<file path="src/source/lsu_defines.svh">
`ifndef LSU_DEFINES_SVH
`define LSU_DEFINES_SVH

// DCCM window, 64 KB
`define LSU_DCCM_BASE 32'hF004_0000
`define LSU_DCCM_SIZE 32'h0001_0000

// PIC register window, 32 KB
`define LSU_PIC_BASE 32'hF00C_0000
`define LSU_PIC_SIZE 32'h0000_8000

// Fault cause codes reported in the error packet
`define LSU_CAUSE_MISALIGNED   4'd1
`define LSU_CAUSE_REGION_CROSS 4'd2
`define LSU_CAUSE_PIC_SIZE     4'd3

`endif

</file>
<file path="src/source/lsu_pkg.sv">
`default_nettype none

package lsu_pkg;

   typedef logic [31:0] addr_t;
   typedef logic [31:0] data_t;
   typedef logic [11:0] offset_t;
   // 0 byte, 1 half, 2 word
   typedef logic [1:0]  size_t;
   typedef logic [3:0]  cause_t;

   typedef struct packed {
      logic  valid;
      logic  dma;
      logic  load;
      logic  store;
      logic  unsign;
      size_t size;
   } lsu_pkt_t;

   typedef struct packed {
      logic in_dccm;
      logic in_pic;
      logic external;
   } lsu_region_t;

   typedef struct packed {
      logic   access;
      logic   misaligned;
      cause_t cause;
   } lsu_fault_t;

   typedef struct packed {
      logic   exc_valid;
      // 1 for a store
      logic   inst_type;
      // 0 misaligned, 1 access fault
      logic   exc_type;
      cause_t cause;
      addr_t  addr;
   } lsu_error_pkt_t;

endpackage

`default_nettype wire

</file>
<file path="src/source/lsu_req_select.sv">
`timescale 1ns/1ps
`default_nettype none

module lsu_req_select import lsu_pkg::*; (
   input  lsu_pkt_t core_pkt,
   input  logic     core_valid_raw,
   input  addr_t    rs1,
   input  offset_t  offset,
   input  data_t    rs2,
   input  logic     flush_m_up,

   input  logic     dma_req,
   input  addr_t    dma_addr,
   input  size_t    dma_size,
   input  logic     dma_write,
   input  data_t    dma_wdata,

   output lsu_pkt_t pkt_d,
   output addr_t    addr_d,
   output addr_t    end_addr_d,
   output data_t    store_data_d
);

   lsu_pkt_t    dma_pkt;
   addr_t       base_d;
   offset_t     off_d;
   logic [1:0]  size_m1;
   logic [12:0] end_off_d;
   data_t       dma_wdata_shifted;

   always_comb begin
      dma_pkt        = '0;
      dma_pkt.valid  = dma_req;
      dma_pkt.dma    = 1'b1;
      dma_pkt.load   = ~dma_write;
      dma_pkt.store  = dma_write;
      dma_pkt.unsign = 1'b0;
      dma_pkt.size   = dma_size;
   end

   // Core owns the address path whenever its raw valid is up
   always_comb begin
      pkt_d       = core_valid_raw ? core_pkt : dma_pkt;
      pkt_d.valid = (core_pkt.valid & ~flush_m_up) | dma_req;
   end

   // DMA carries a full address, so its offset is forced to zero
   assign base_d = core_valid_raw ? rs1 : dma_addr;
   assign off_d  = offset & {12{core_valid_raw}};

   assign addr_d = base_d + {{20{off_d[11]}}, off_d};

   // Last byte touched: half adds 1, word adds 3
   assign size_m1    = (pkt_d.size == 2'd2) ? 2'd3 : pkt_d.size;
   assign end_off_d  = {off_d[11], off_d} + {11'b0, size_m1};
   assign end_addr_d = base_d + {{19{end_off_d[12]}}, end_off_d};

   // Align DMA write data to bit 0 like a core store
   assign dma_wdata_shifted = dma_wdata >> {dma_addr[1:0], 3'b000};
   assign store_data_d      = dma_req ? dma_wdata_shifted : rs2;

   // Doubleword DMA is not supported on this path
   always_comb begin
      if (dma_req) begin
         assert final (dma_size != 2'd3)
            else $error("DMA request with doubleword size");
      end
   end

endmodule

`default_nettype wire

</file>
<file path="src/source/lsu_addr_check.sv">
`timescale 1ns/1ps
`default_nettype none

`include "lsu_defines.svh"

module lsu_addr_check import lsu_pkg::*; (
   input  addr_t       addr_d,
   input  addr_t       end_addr_d,
   input  lsu_pkt_t    pkt_d,

   output lsu_region_t region_d,
   output lsu_fault_t  fault_d
);

   logic start_dccm;
   logic start_pic;
   logic end_dccm;
   logic end_pic;
   logic region_cross;
   logic pic_not_word;
   logic unaligned;
   logic core_chk;

   function automatic logic in_window(addr_t a, addr_t base, addr_t size);
      in_window = (a - base) < size;
   endfunction

   assign start_dccm = in_window(addr_d, `LSU_DCCM_BASE, `LSU_DCCM_SIZE);
   assign start_pic  = in_window(addr_d, `LSU_PIC_BASE, `LSU_PIC_SIZE);
   assign end_dccm   = in_window(end_addr_d, `LSU_DCCM_BASE, `LSU_DCCM_SIZE);
   assign end_pic    = in_window(end_addr_d, `LSU_PIC_BASE, `LSU_PIC_SIZE);

   // Region follows the start address
   assign region_d.in_dccm  = start_dccm;
   assign region_d.in_pic   = start_pic;
   assign region_d.external = ~start_dccm & ~start_pic;

   assign region_cross = (start_dccm != end_dccm) | (start_pic != end_pic);
   assign pic_not_word = start_pic & (pkt_d.size != 2'd2);

   assign unaligned = ((pkt_d.size == 2'd1) & addr_d[0]) |
                      ((pkt_d.size == 2'd2) & (addr_d[1:0] != 2'b00));

   // DMA requests are never faulted here
   assign core_chk = pkt_d.valid & ~pkt_d.dma;

   always_comb begin
      fault_d = '0;
      if (core_chk) begin
         if (region_cross) begin
            fault_d.access = 1'b1;
            fault_d.cause  = `LSU_CAUSE_REGION_CROSS;
         end else if (pic_not_word) begin
            fault_d.access = 1'b1;
            fault_d.cause  = `LSU_CAUSE_PIC_SIZE;
         end else if (unaligned & ~start_dccm) begin
            // DCCM handles unaligned accesses itself
            fault_d.misaligned = 1'b1;
            fault_d.cause      = `LSU_CAUSE_MISALIGNED;
         end
      end
   end

   // Overlapping windows would make the region decode ambiguous
   always_comb begin
      assert final ($onehot0(region_d))
         else $error("More than one region flag set for 0x%08h", addr_d);
   end

endmodule

`default_nettype wire

</file>
<file path="src/source/lsu_stage_pipe.sv">
`timescale 1ns/1ps
`default_nettype none

module lsu_stage_pipe import lsu_pkg::*; (
   input  logic        clk,
   input  logic        rst,
   input  logic        flush_m_up,

   input  lsu_pkt_t    pkt_d,
   input  addr_t       addr_d,
   input  addr_t       end_addr_d,
   input  lsu_region_t region_d,
   input  lsu_fault_t  fault_d,
   input  data_t       store_data_d,

   output lsu_pkt_t    pkt_m,
   output lsu_pkt_t    pkt_r,
   output addr_t       addr_m,
   output addr_t       addr_r,
   output addr_t       end_addr_m,
   output addr_t       end_addr_r,
   output lsu_region_t region_m,
   output lsu_region_t region_r,
   output lsu_fault_t  fault_m,
   output data_t       store_data_m
);

   lsu_pkt_t pkt_m_in;
   lsu_pkt_t pkt_r_in;

   // A flush kills core packets in flight, DMA always completes
   always_comb begin
      pkt_m_in       = pkt_d;
      pkt_m_in.valid = pkt_d.valid & ~(flush_m_up & ~pkt_d.dma);
      pkt_r_in       = pkt_m;
      pkt_r_in.valid = pkt_m.valid & ~(flush_m_up & ~pkt_m.dma);
   end

   // Only the valid bits are cleared
   always_ff @(posedge clk) begin
      pkt_m <= pkt_m_in;
      pkt_r <= pkt_r_in;
      if (rst) begin
         pkt_m.valid <= 1'b0;
         pkt_r.valid <= 1'b0;
      end
   end

   // D to M
   always_ff @(posedge clk) begin
      addr_m       <= addr_d;
      end_addr_m   <= end_addr_d;
      region_m     <= region_d;
      fault_m      <= fault_d;
      store_data_m <= store_data_d;
   end

   // M to R
   always_ff @(posedge clk) begin
      addr_r     <= addr_m;
      end_addr_r <= end_addr_m;
      region_r   <= region_m;
   end

   a_dma_reaches_r: assert property (
      @(posedge clk) disable iff (rst)
      (pkt_m.valid && pkt_m.dma) |=> pkt_r.valid
   ) else $error("DMA packet dropped between M and R");

endmodule

`default_nettype wire

</file>
<file path="src/source/lsu_result_ctl.sv">
`timescale 1ns/1ps
`default_nettype none

module lsu_result_ctl import lsu_pkg::*; (
   input  logic           clk,
   input  logic           rst,
   input  logic           flush_m_up,
   input  logic           flush_r,

   input  lsu_pkt_t       pkt_m,
   input  lsu_pkt_t       pkt_r,
   input  addr_t          addr_m,
   input  lsu_region_t    region_m,
   input  lsu_fault_t     fault_m,
   input  data_t          ld_data_m,
   input  data_t          bus_read_data_m,

   output data_t          result_m,
   output logic           exc_m,
   output lsu_error_pkt_t error_pkt_r,
   output logic           commit_r
);

   data_t          ld_datafn_m;
   lsu_error_pkt_t error_pkt_m;

   // External loads return on the bus, everything else from DCCM
   assign ld_datafn_m = region_m.external ? bus_read_data_m : ld_data_m;

   always_comb begin
      case (pkt_m.size)
         2'd0: begin
            if (pkt_m.unsign)
               result_m = {24'b0, ld_datafn_m[7:0]};
            else
               result_m = {{24{ld_datafn_m[7]}}, ld_datafn_m[7:0]};
         end
         2'd1: begin
            if (pkt_m.unsign)
               result_m = {16'b0, ld_datafn_m[15:0]};
            else
               result_m = {{16{ld_datafn_m[15]}}, ld_datafn_m[15:0]};
         end
         default: result_m = ld_datafn_m;
      endcase
   end

   assign exc_m = fault_m.access | fault_m.misaligned;

   // Error packet is built at M and handed to the trap logic at R
   always_comb begin
      error_pkt_m.exc_valid = exc_m & pkt_m.valid & ~pkt_m.dma & ~flush_m_up;
      error_pkt_m.inst_type = pkt_m.store;
      error_pkt_m.exc_type  = ~fault_m.misaligned;
      error_pkt_m.cause     = fault_m.cause;
      error_pkt_m.addr      = addr_m;
   end

   always_ff @(posedge clk) begin
      error_pkt_r <= error_pkt_m;
      if (rst) begin
         error_pkt_r.exc_valid <= 1'b0;
      end
   end

   // DMA never retires an instruction
   assign commit_r = pkt_r.valid & (pkt_r.load | pkt_r.store) & ~flush_r & ~pkt_r.dma;

endmodule

`default_nettype wire

</file>
<file path="src/source/lsu_lsc_ctl.sv">
`timescale 1ns/1ps
`default_nettype none

module lsu_lsc_ctl import lsu_pkg::*; (
   input  logic           clk,
   input  logic           rst,
   input  logic           flush_m_up,
   input  logic           flush_r,

   input  lsu_pkt_t       core_pkt,
   input  logic           core_valid_raw,
   input  addr_t          rs1,
   input  offset_t        offset,
   input  data_t          rs2,

   input  logic           dma_req,
   input  addr_t          dma_addr,
   input  size_t          dma_size,
   input  logic           dma_write,
   input  data_t          dma_wdata,

   input  data_t          ld_data_m,
   input  data_t          bus_read_data_m,

   output addr_t          lsu_addr_d,
   output addr_t          lsu_addr_m,
   output addr_t          lsu_addr_r,
   output addr_t          end_addr_d,
   output addr_t          end_addr_m,
   output addr_t          end_addr_r,
   output logic           addr_in_dccm_d,
   output logic           addr_in_dccm_m,
   output logic           addr_in_dccm_r,
   output logic           addr_in_pic_d,
   output logic           addr_in_pic_m,
   output logic           addr_in_pic_r,
   output logic           addr_external_m,
   output lsu_pkt_t       lsu_pkt_d,
   output lsu_pkt_t       lsu_pkt_m,
   output lsu_pkt_t       lsu_pkt_r,
   output data_t          store_data_m,
   output data_t          lsu_result_m,
   output logic           lsu_exc_m,
   output lsu_error_pkt_t lsu_error_pkt_r,
   output logic           lsu_commit_r
);

   data_t       store_data_d;
   lsu_region_t region_d;
   lsu_region_t region_m;
   lsu_region_t region_r;
   lsu_fault_t  fault_d;
   lsu_fault_t  fault_m;

   assign addr_in_dccm_d  = region_d.in_dccm;
   assign addr_in_dccm_m  = region_m.in_dccm;
   assign addr_in_dccm_r  = region_r.in_dccm;
   assign addr_in_pic_d   = region_d.in_pic;
   assign addr_in_pic_m   = region_m.in_pic;
   assign addr_in_pic_r   = region_r.in_pic;
   assign addr_external_m = region_m.external;

   lsu_req_select req_select (
      .core_pkt       (core_pkt),
      .core_valid_raw (core_valid_raw),
      .rs1            (rs1),
      .offset         (offset),
      .rs2            (rs2),
      .flush_m_up     (flush_m_up),
      .dma_req        (dma_req),
      .dma_addr       (dma_addr),
      .dma_size       (dma_size),
      .dma_write      (dma_write),
      .dma_wdata      (dma_wdata),
      .pkt_d          (lsu_pkt_d),
      .addr_d         (lsu_addr_d),
      .end_addr_d     (end_addr_d),
      .store_data_d   (store_data_d)
   );

   lsu_addr_check addr_check (
      .addr_d     (lsu_addr_d),
      .end_addr_d (end_addr_d),
      .pkt_d      (lsu_pkt_d),
      .region_d   (region_d),
      .fault_d    (fault_d)
   );

   lsu_stage_pipe stage_pipe (
      .clk          (clk),
      .rst          (rst),
      .flush_m_up   (flush_m_up),
      .pkt_d        (lsu_pkt_d),
      .addr_d       (lsu_addr_d),
      .end_addr_d   (end_addr_d),
      .region_d     (region_d),
      .fault_d      (fault_d),
      .store_data_d (store_data_d),
      .pkt_m        (lsu_pkt_m),
      .pkt_r        (lsu_pkt_r),
      .addr_m       (lsu_addr_m),
      .addr_r       (lsu_addr_r),
      .end_addr_m   (end_addr_m),
      .end_addr_r   (end_addr_r),
      .region_m     (region_m),
      .region_r     (region_r),
      .fault_m      (fault_m),
      .store_data_m (store_data_m)
   );

   lsu_result_ctl result_ctl (
      .clk             (clk),
      .rst             (rst),
      .flush_m_up      (flush_m_up),
      .flush_r         (flush_r),
      .pkt_m           (lsu_pkt_m),
      .pkt_r           (lsu_pkt_r),
      .addr_m          (lsu_addr_m),
      .region_m        (region_m),
      .fault_m         (fault_m),
      .ld_data_m       (ld_data_m),
      .bus_read_data_m (bus_read_data_m),
      .result_m        (lsu_result_m),
      .exc_m           (lsu_exc_m),
      .error_pkt_r     (lsu_error_pkt_r),
      .commit_r        (lsu_commit_r)
   );

endmodule

`default_nettype wire

</file>
<file path="config.mk">
export PLATFORM = sky130hd
export DESIGN_NAME = lsu_lsc_ctl
export DESIGN_NICKNAME = d
export VERILOG_FILES = /design/src/source/lsu_pkg.sv /design/src/source/lsu_req_select.sv /design/src/source/lsu_addr_check.sv /design/src/source/lsu_stage_pipe.sv /design/src/source/lsu_result_ctl.sv /design/src/source/lsu_lsc_ctl.sv
export VERILOG_INCLUDE_DIRS = /design/src /design/src/source
export SDC_FILE = /design/constraint.sdc
export NUM_CORES = 1
export LEC_CHECK = 0
export ABC_AREA = 0
export BUFFER_PORTS_ARGS = -buffer_cell sky130_fd_sc_hd__buf_2
export CAP_MARGIN = 20
export CORE_AREA = 5 5 210 212
export DETAILED_ROUTE_END_ITERATION = 7
export DIE_AREA = 0 0 215 217
export GPL_ROUTABILITY_DRIVEN = 0
export GPL_TIMING_DRIVEN = 0
export SLEW_MARGIN = 20
export SYNTH_ARGS = -nofsm -noshare
export SYNTH_HDL_FRONTEND = slang
export SYNTH_SLANG_ARGS = --single-unit
</file>
<file path="constraint.sdc">
create_clock -name clk -period 8.7 [get_ports clk]
set_clock_uncertainty 0.1 [all_clocks]
set_input_delay 0 -clock clk [delete_from_list [all_inputs] [get_ports clk]]
set_output_delay 0 -clock clk [all_outputs]
set_load 0.01 [all_outputs]
</file>
==> impl_metrics.json <==
{
  "outcome": "finished clean",
  "period_minus_slack_ps": 7900,
  "rsz0062_at_grt": "no",
  "crit_path_max_fanout": 19,
  "setup_viol": 0,
  "initial_core_util": 0.258,
  "cts_sinks": 186,
  "final_util": 0.373,
  "numPortBuffers": 540,
  "layout_setup_ws_ps": 801,
  "core_um2": 41800,
  "drc": 0,
  "first_iter_violations": 922,
  "post-route-period-util": 0.908,
  "start_kind": "input pin",
  "drt_wl_total_um": 49100,
  "intPower_mw": 1.90,
  "route.detailed.wl_per_inst_um": 20.1,
  "power.leakage_nw": 7.75,
  "yosysSeqAreaShare": 0.346,
  "die_h_um": 217,
  "hp-class": "in2reg",
  "seq_power_share": 0.358,
  "num_rows": 75,
  "yosysMostFrequentCell": "dfxtp_1",
  "max-cap-violations": 0,
  "clock_latency_ps": 480,
  "yosys_warnings": 0,
  "cp.arrival_ps": 8160,
  "place_ws_ps": -162,
  "syn_inst": 1238,
  "grt_first_pass_wirelength_um": 71700,
  "max_slew_margin": 0.301,
  "synth_commonest_cells": "186 x dfxtp_1, 100 x a21oi_1, 81 x buf_4, 81 x nor2_1, 80 x nand2_1",
  "max_freq_ghz": 0.127,
  "clockPowerShare": 0.258,
  "grt_pass1_vias": 11581,
  "via_per_inst": 4.88,
  "drive_above_1_share": 0.386,
  "postCtsResizedCells": 0,
  "vias": 11891,
  "dieWidth_um": 215,
  "layout.nets": 2157,
  "critPathKind": "in2reg",
  "cp.required_ps": 8960,
  "syn_area_um2": 10800,
  "synth_edf_count": 0,
  "antenna_found_initial": 14,
  "die-area_um2": 46700,
  "grt-ovfl-total": 0,
  "netlist.area_leader.share": 0.346,
  "synth_flop_cell": "dfxtp_1",
  "worstMarginPinSlew_ps": 1050,
  "p_sw_frac": 0.371,
  "htree_levels": 4,
  "cts_buffers": 17,
  "combPwrFrac": 0.385,
  "hold_viol": 0,
  "drt_pass1_iterations": 6,
  "power_switching_mw": 1.12,
  "slew_viol_final": 0,
  "clockRootBuffer": "clkbuf_16",
  "grt_start_max_net_pins": 28,
  "boundaryPins": 545,
  "synthArstFlopShare": 0,
  "ys_ff_latch": 186,
  "cts.clk_slew.worst_paths_ps": 80,
  "area_growth_pct": 44.7,
  "power_density_nw_per_um2": 194,
  "syn_area_per_cell_um2": 8.69,
  "yosysUniqueCellTypes": 78,
  "peakVddDrop_mv": 0.185,
  "crit_path_end_kind": "flip-flop",
  "ant_nets": 0,
  "grtUsageTotal": 0.200,
  "clk_path_buf_depth": 2,
  "ys_top_cells_by_area": "dfxtp_1 35%, ha_1 6.4%, buf_4 5.7%",
  "cts_tree": "built",
  "yosys.area.top_type": "dfxtp_1",
  "post-dp-hpwl_um": 41000
}
==> cell type report <==
class | instances | area, um2
timing repair buffer | 624 | 3540
inverter | 61 | 234
clock inverter | 14 | 141
multi-input combinational | 861 | 6010
antenna | 5 | 12.5
buffer | 130 | 800
sequential | 186 | 3720
clock buffer | 18 | 429
fill | 4279 | 26200
tap | 539 | 674
==> placed cells by master (no fill, tap or decap), types with 6 or more instances in the layout <==
cell type,n
a211oi_1,21
a21o_1,26
a21oi_1,100
a31oi_1,14
and2_1,15
buf_2,545
buf_4,81
clkbuf_1,40
clkbuf_16,17
dfxtp_1,186
dlygate4sd3_1,84
ha_1,55
inv_1,57
inv_6,6
inv_8,6
mux2_2,54
mux2i_1,42
nand2_1,80
nand2b_1,11
nand3_1,31
nand4_1,21
nor2_1,81
nor2b_1,13
nor3_1,30
nor4_1,12
o211ai_1,11
o21ai_0,54
o21bai_1,9
o22ai_1,11
o31ai_1,6
xnor2_1,50
xor2_1,23
==> critical path: stages <==
cell and delay (ps):
buf_2 140, buf_2 300, buf_4 290, buf_2 520
clkbuf_1 680, and2_1 260, ha_1 180, ha_1 180
a21oi_1 100, or4_1 540, buf_4 200, nand2_8 110
inv_6 100, clkbuf_1 460, ha_1 470, clkbuf_1 290
nand2_1 150, a211oi_1 670, a21o_1 370, a21oi_1 140
o211a_1 230, a311o_1 370, or3_1 380, mux2i_1 160
nand4_1 230, mux2_1 410, and3b_1 200
==> per-layer routing <==
layer	vias up	GRT usage	routed length, um
met2	619	0.353	24300
met4	6	0.0687	1370
met5	-	0	34
met1	5554	0.234	19300
met3	84	0.0568	4100
li1	5628	-	-
==> power by group through the flow <==
stage / clock, mW / sequential [mW] / combinational [mW]
2_1_floorplan: 0 / 1.15 / 0.563
3_3_place_gp: 0 / 1.10 / 1.12
3_5_place_dp: 0 / 1.10 / 1.13
4_1_cts: 0.803 / 1.08 / 1.17
5_1_grt: 0.837 / 1.10 / 1.25
6_report: 0.779 / 1.08 / 1.16
==> state kept, by name (all words and copies together) (netlist names) <==
signal and count:
stage_pipe.end_addr_r 32, stage_pipe.end_addr_m 32, stage_pipe.store_data_m 32, stage_pipe.fault_m 3, stage_pipe.pkt_r 6, stage_pipe.pkt_m 7
stage_pipe.region_r 2, stage_pipe.region_m 3, stage_pipe.addr_m 32, result_ctl.error_pkt_r 37
==> final timing paths <==
path                                endpoint  slack, ps                  start  cells past startpoint
setup / recovery       stage_pipe.fault_m[4]        800         core_valid_raw                     27
hold / removal     stage_pipe.end_addr_m[28]         40                rs1[28]                      4
setup reg to reg  result_ctl.error_pkt_r[38]       7720  stage_pipe.fault_m[1]                      2
hold reg to reg   result_ctl.error_pkt_r[32]        230  stage_pipe.fault_m[0]                      0
==> per-stage QoR <==
stage | hold WS [ps] | cells | area, um2 | TNS, ps | power (mW)
final | 42.9 | 2438 | 15600 | 0 | 3.02
after global routing | 71.7 | 2437 | 15600 | 0 | 3.19
after CTS | 2.43 | 2434 | 15600 | 0 | 3.06
after detailed placement | 72.5 | 2318 | 14100 | -305 | 2.23
after global placement | 71.0 | 2318 | 14100 | -221 | 2.22
after floorplan | -49.0 | 1239 | 10800 | 0 | 1.71
==> what timing repair did <==
action,in CTS,in global routing
endpoints found under the setup margin,0,3
hold buffers,84,0
hold endpoints to repair,47,0
buffers inserted,0,0
==> cell families (layout without fill, tap and decap cells) <==
| kind of cell | after synthesis | in the layout | synth area share |
|---|---|---|---|
| other | 1 | 7 | 0.000349 |
| and+or+nand+nor | 331 | 331 | 0.156 |
| buffers and inverters | 192 | 847 | 0.0963 |
| xor gates and xnor gates | 74 | 74 | 0.0609 |
| DFF | 186 | 186 | 0.346 |
| AOI/OAI and AO/OA | 299 | 299 | 0.176 |
| adders and majority gates | 58 | 58 | 0.0678 |
| muxes | 97 | 97 | 0.0966 |
Note: power is estimated with default switching activity, not from simulation.
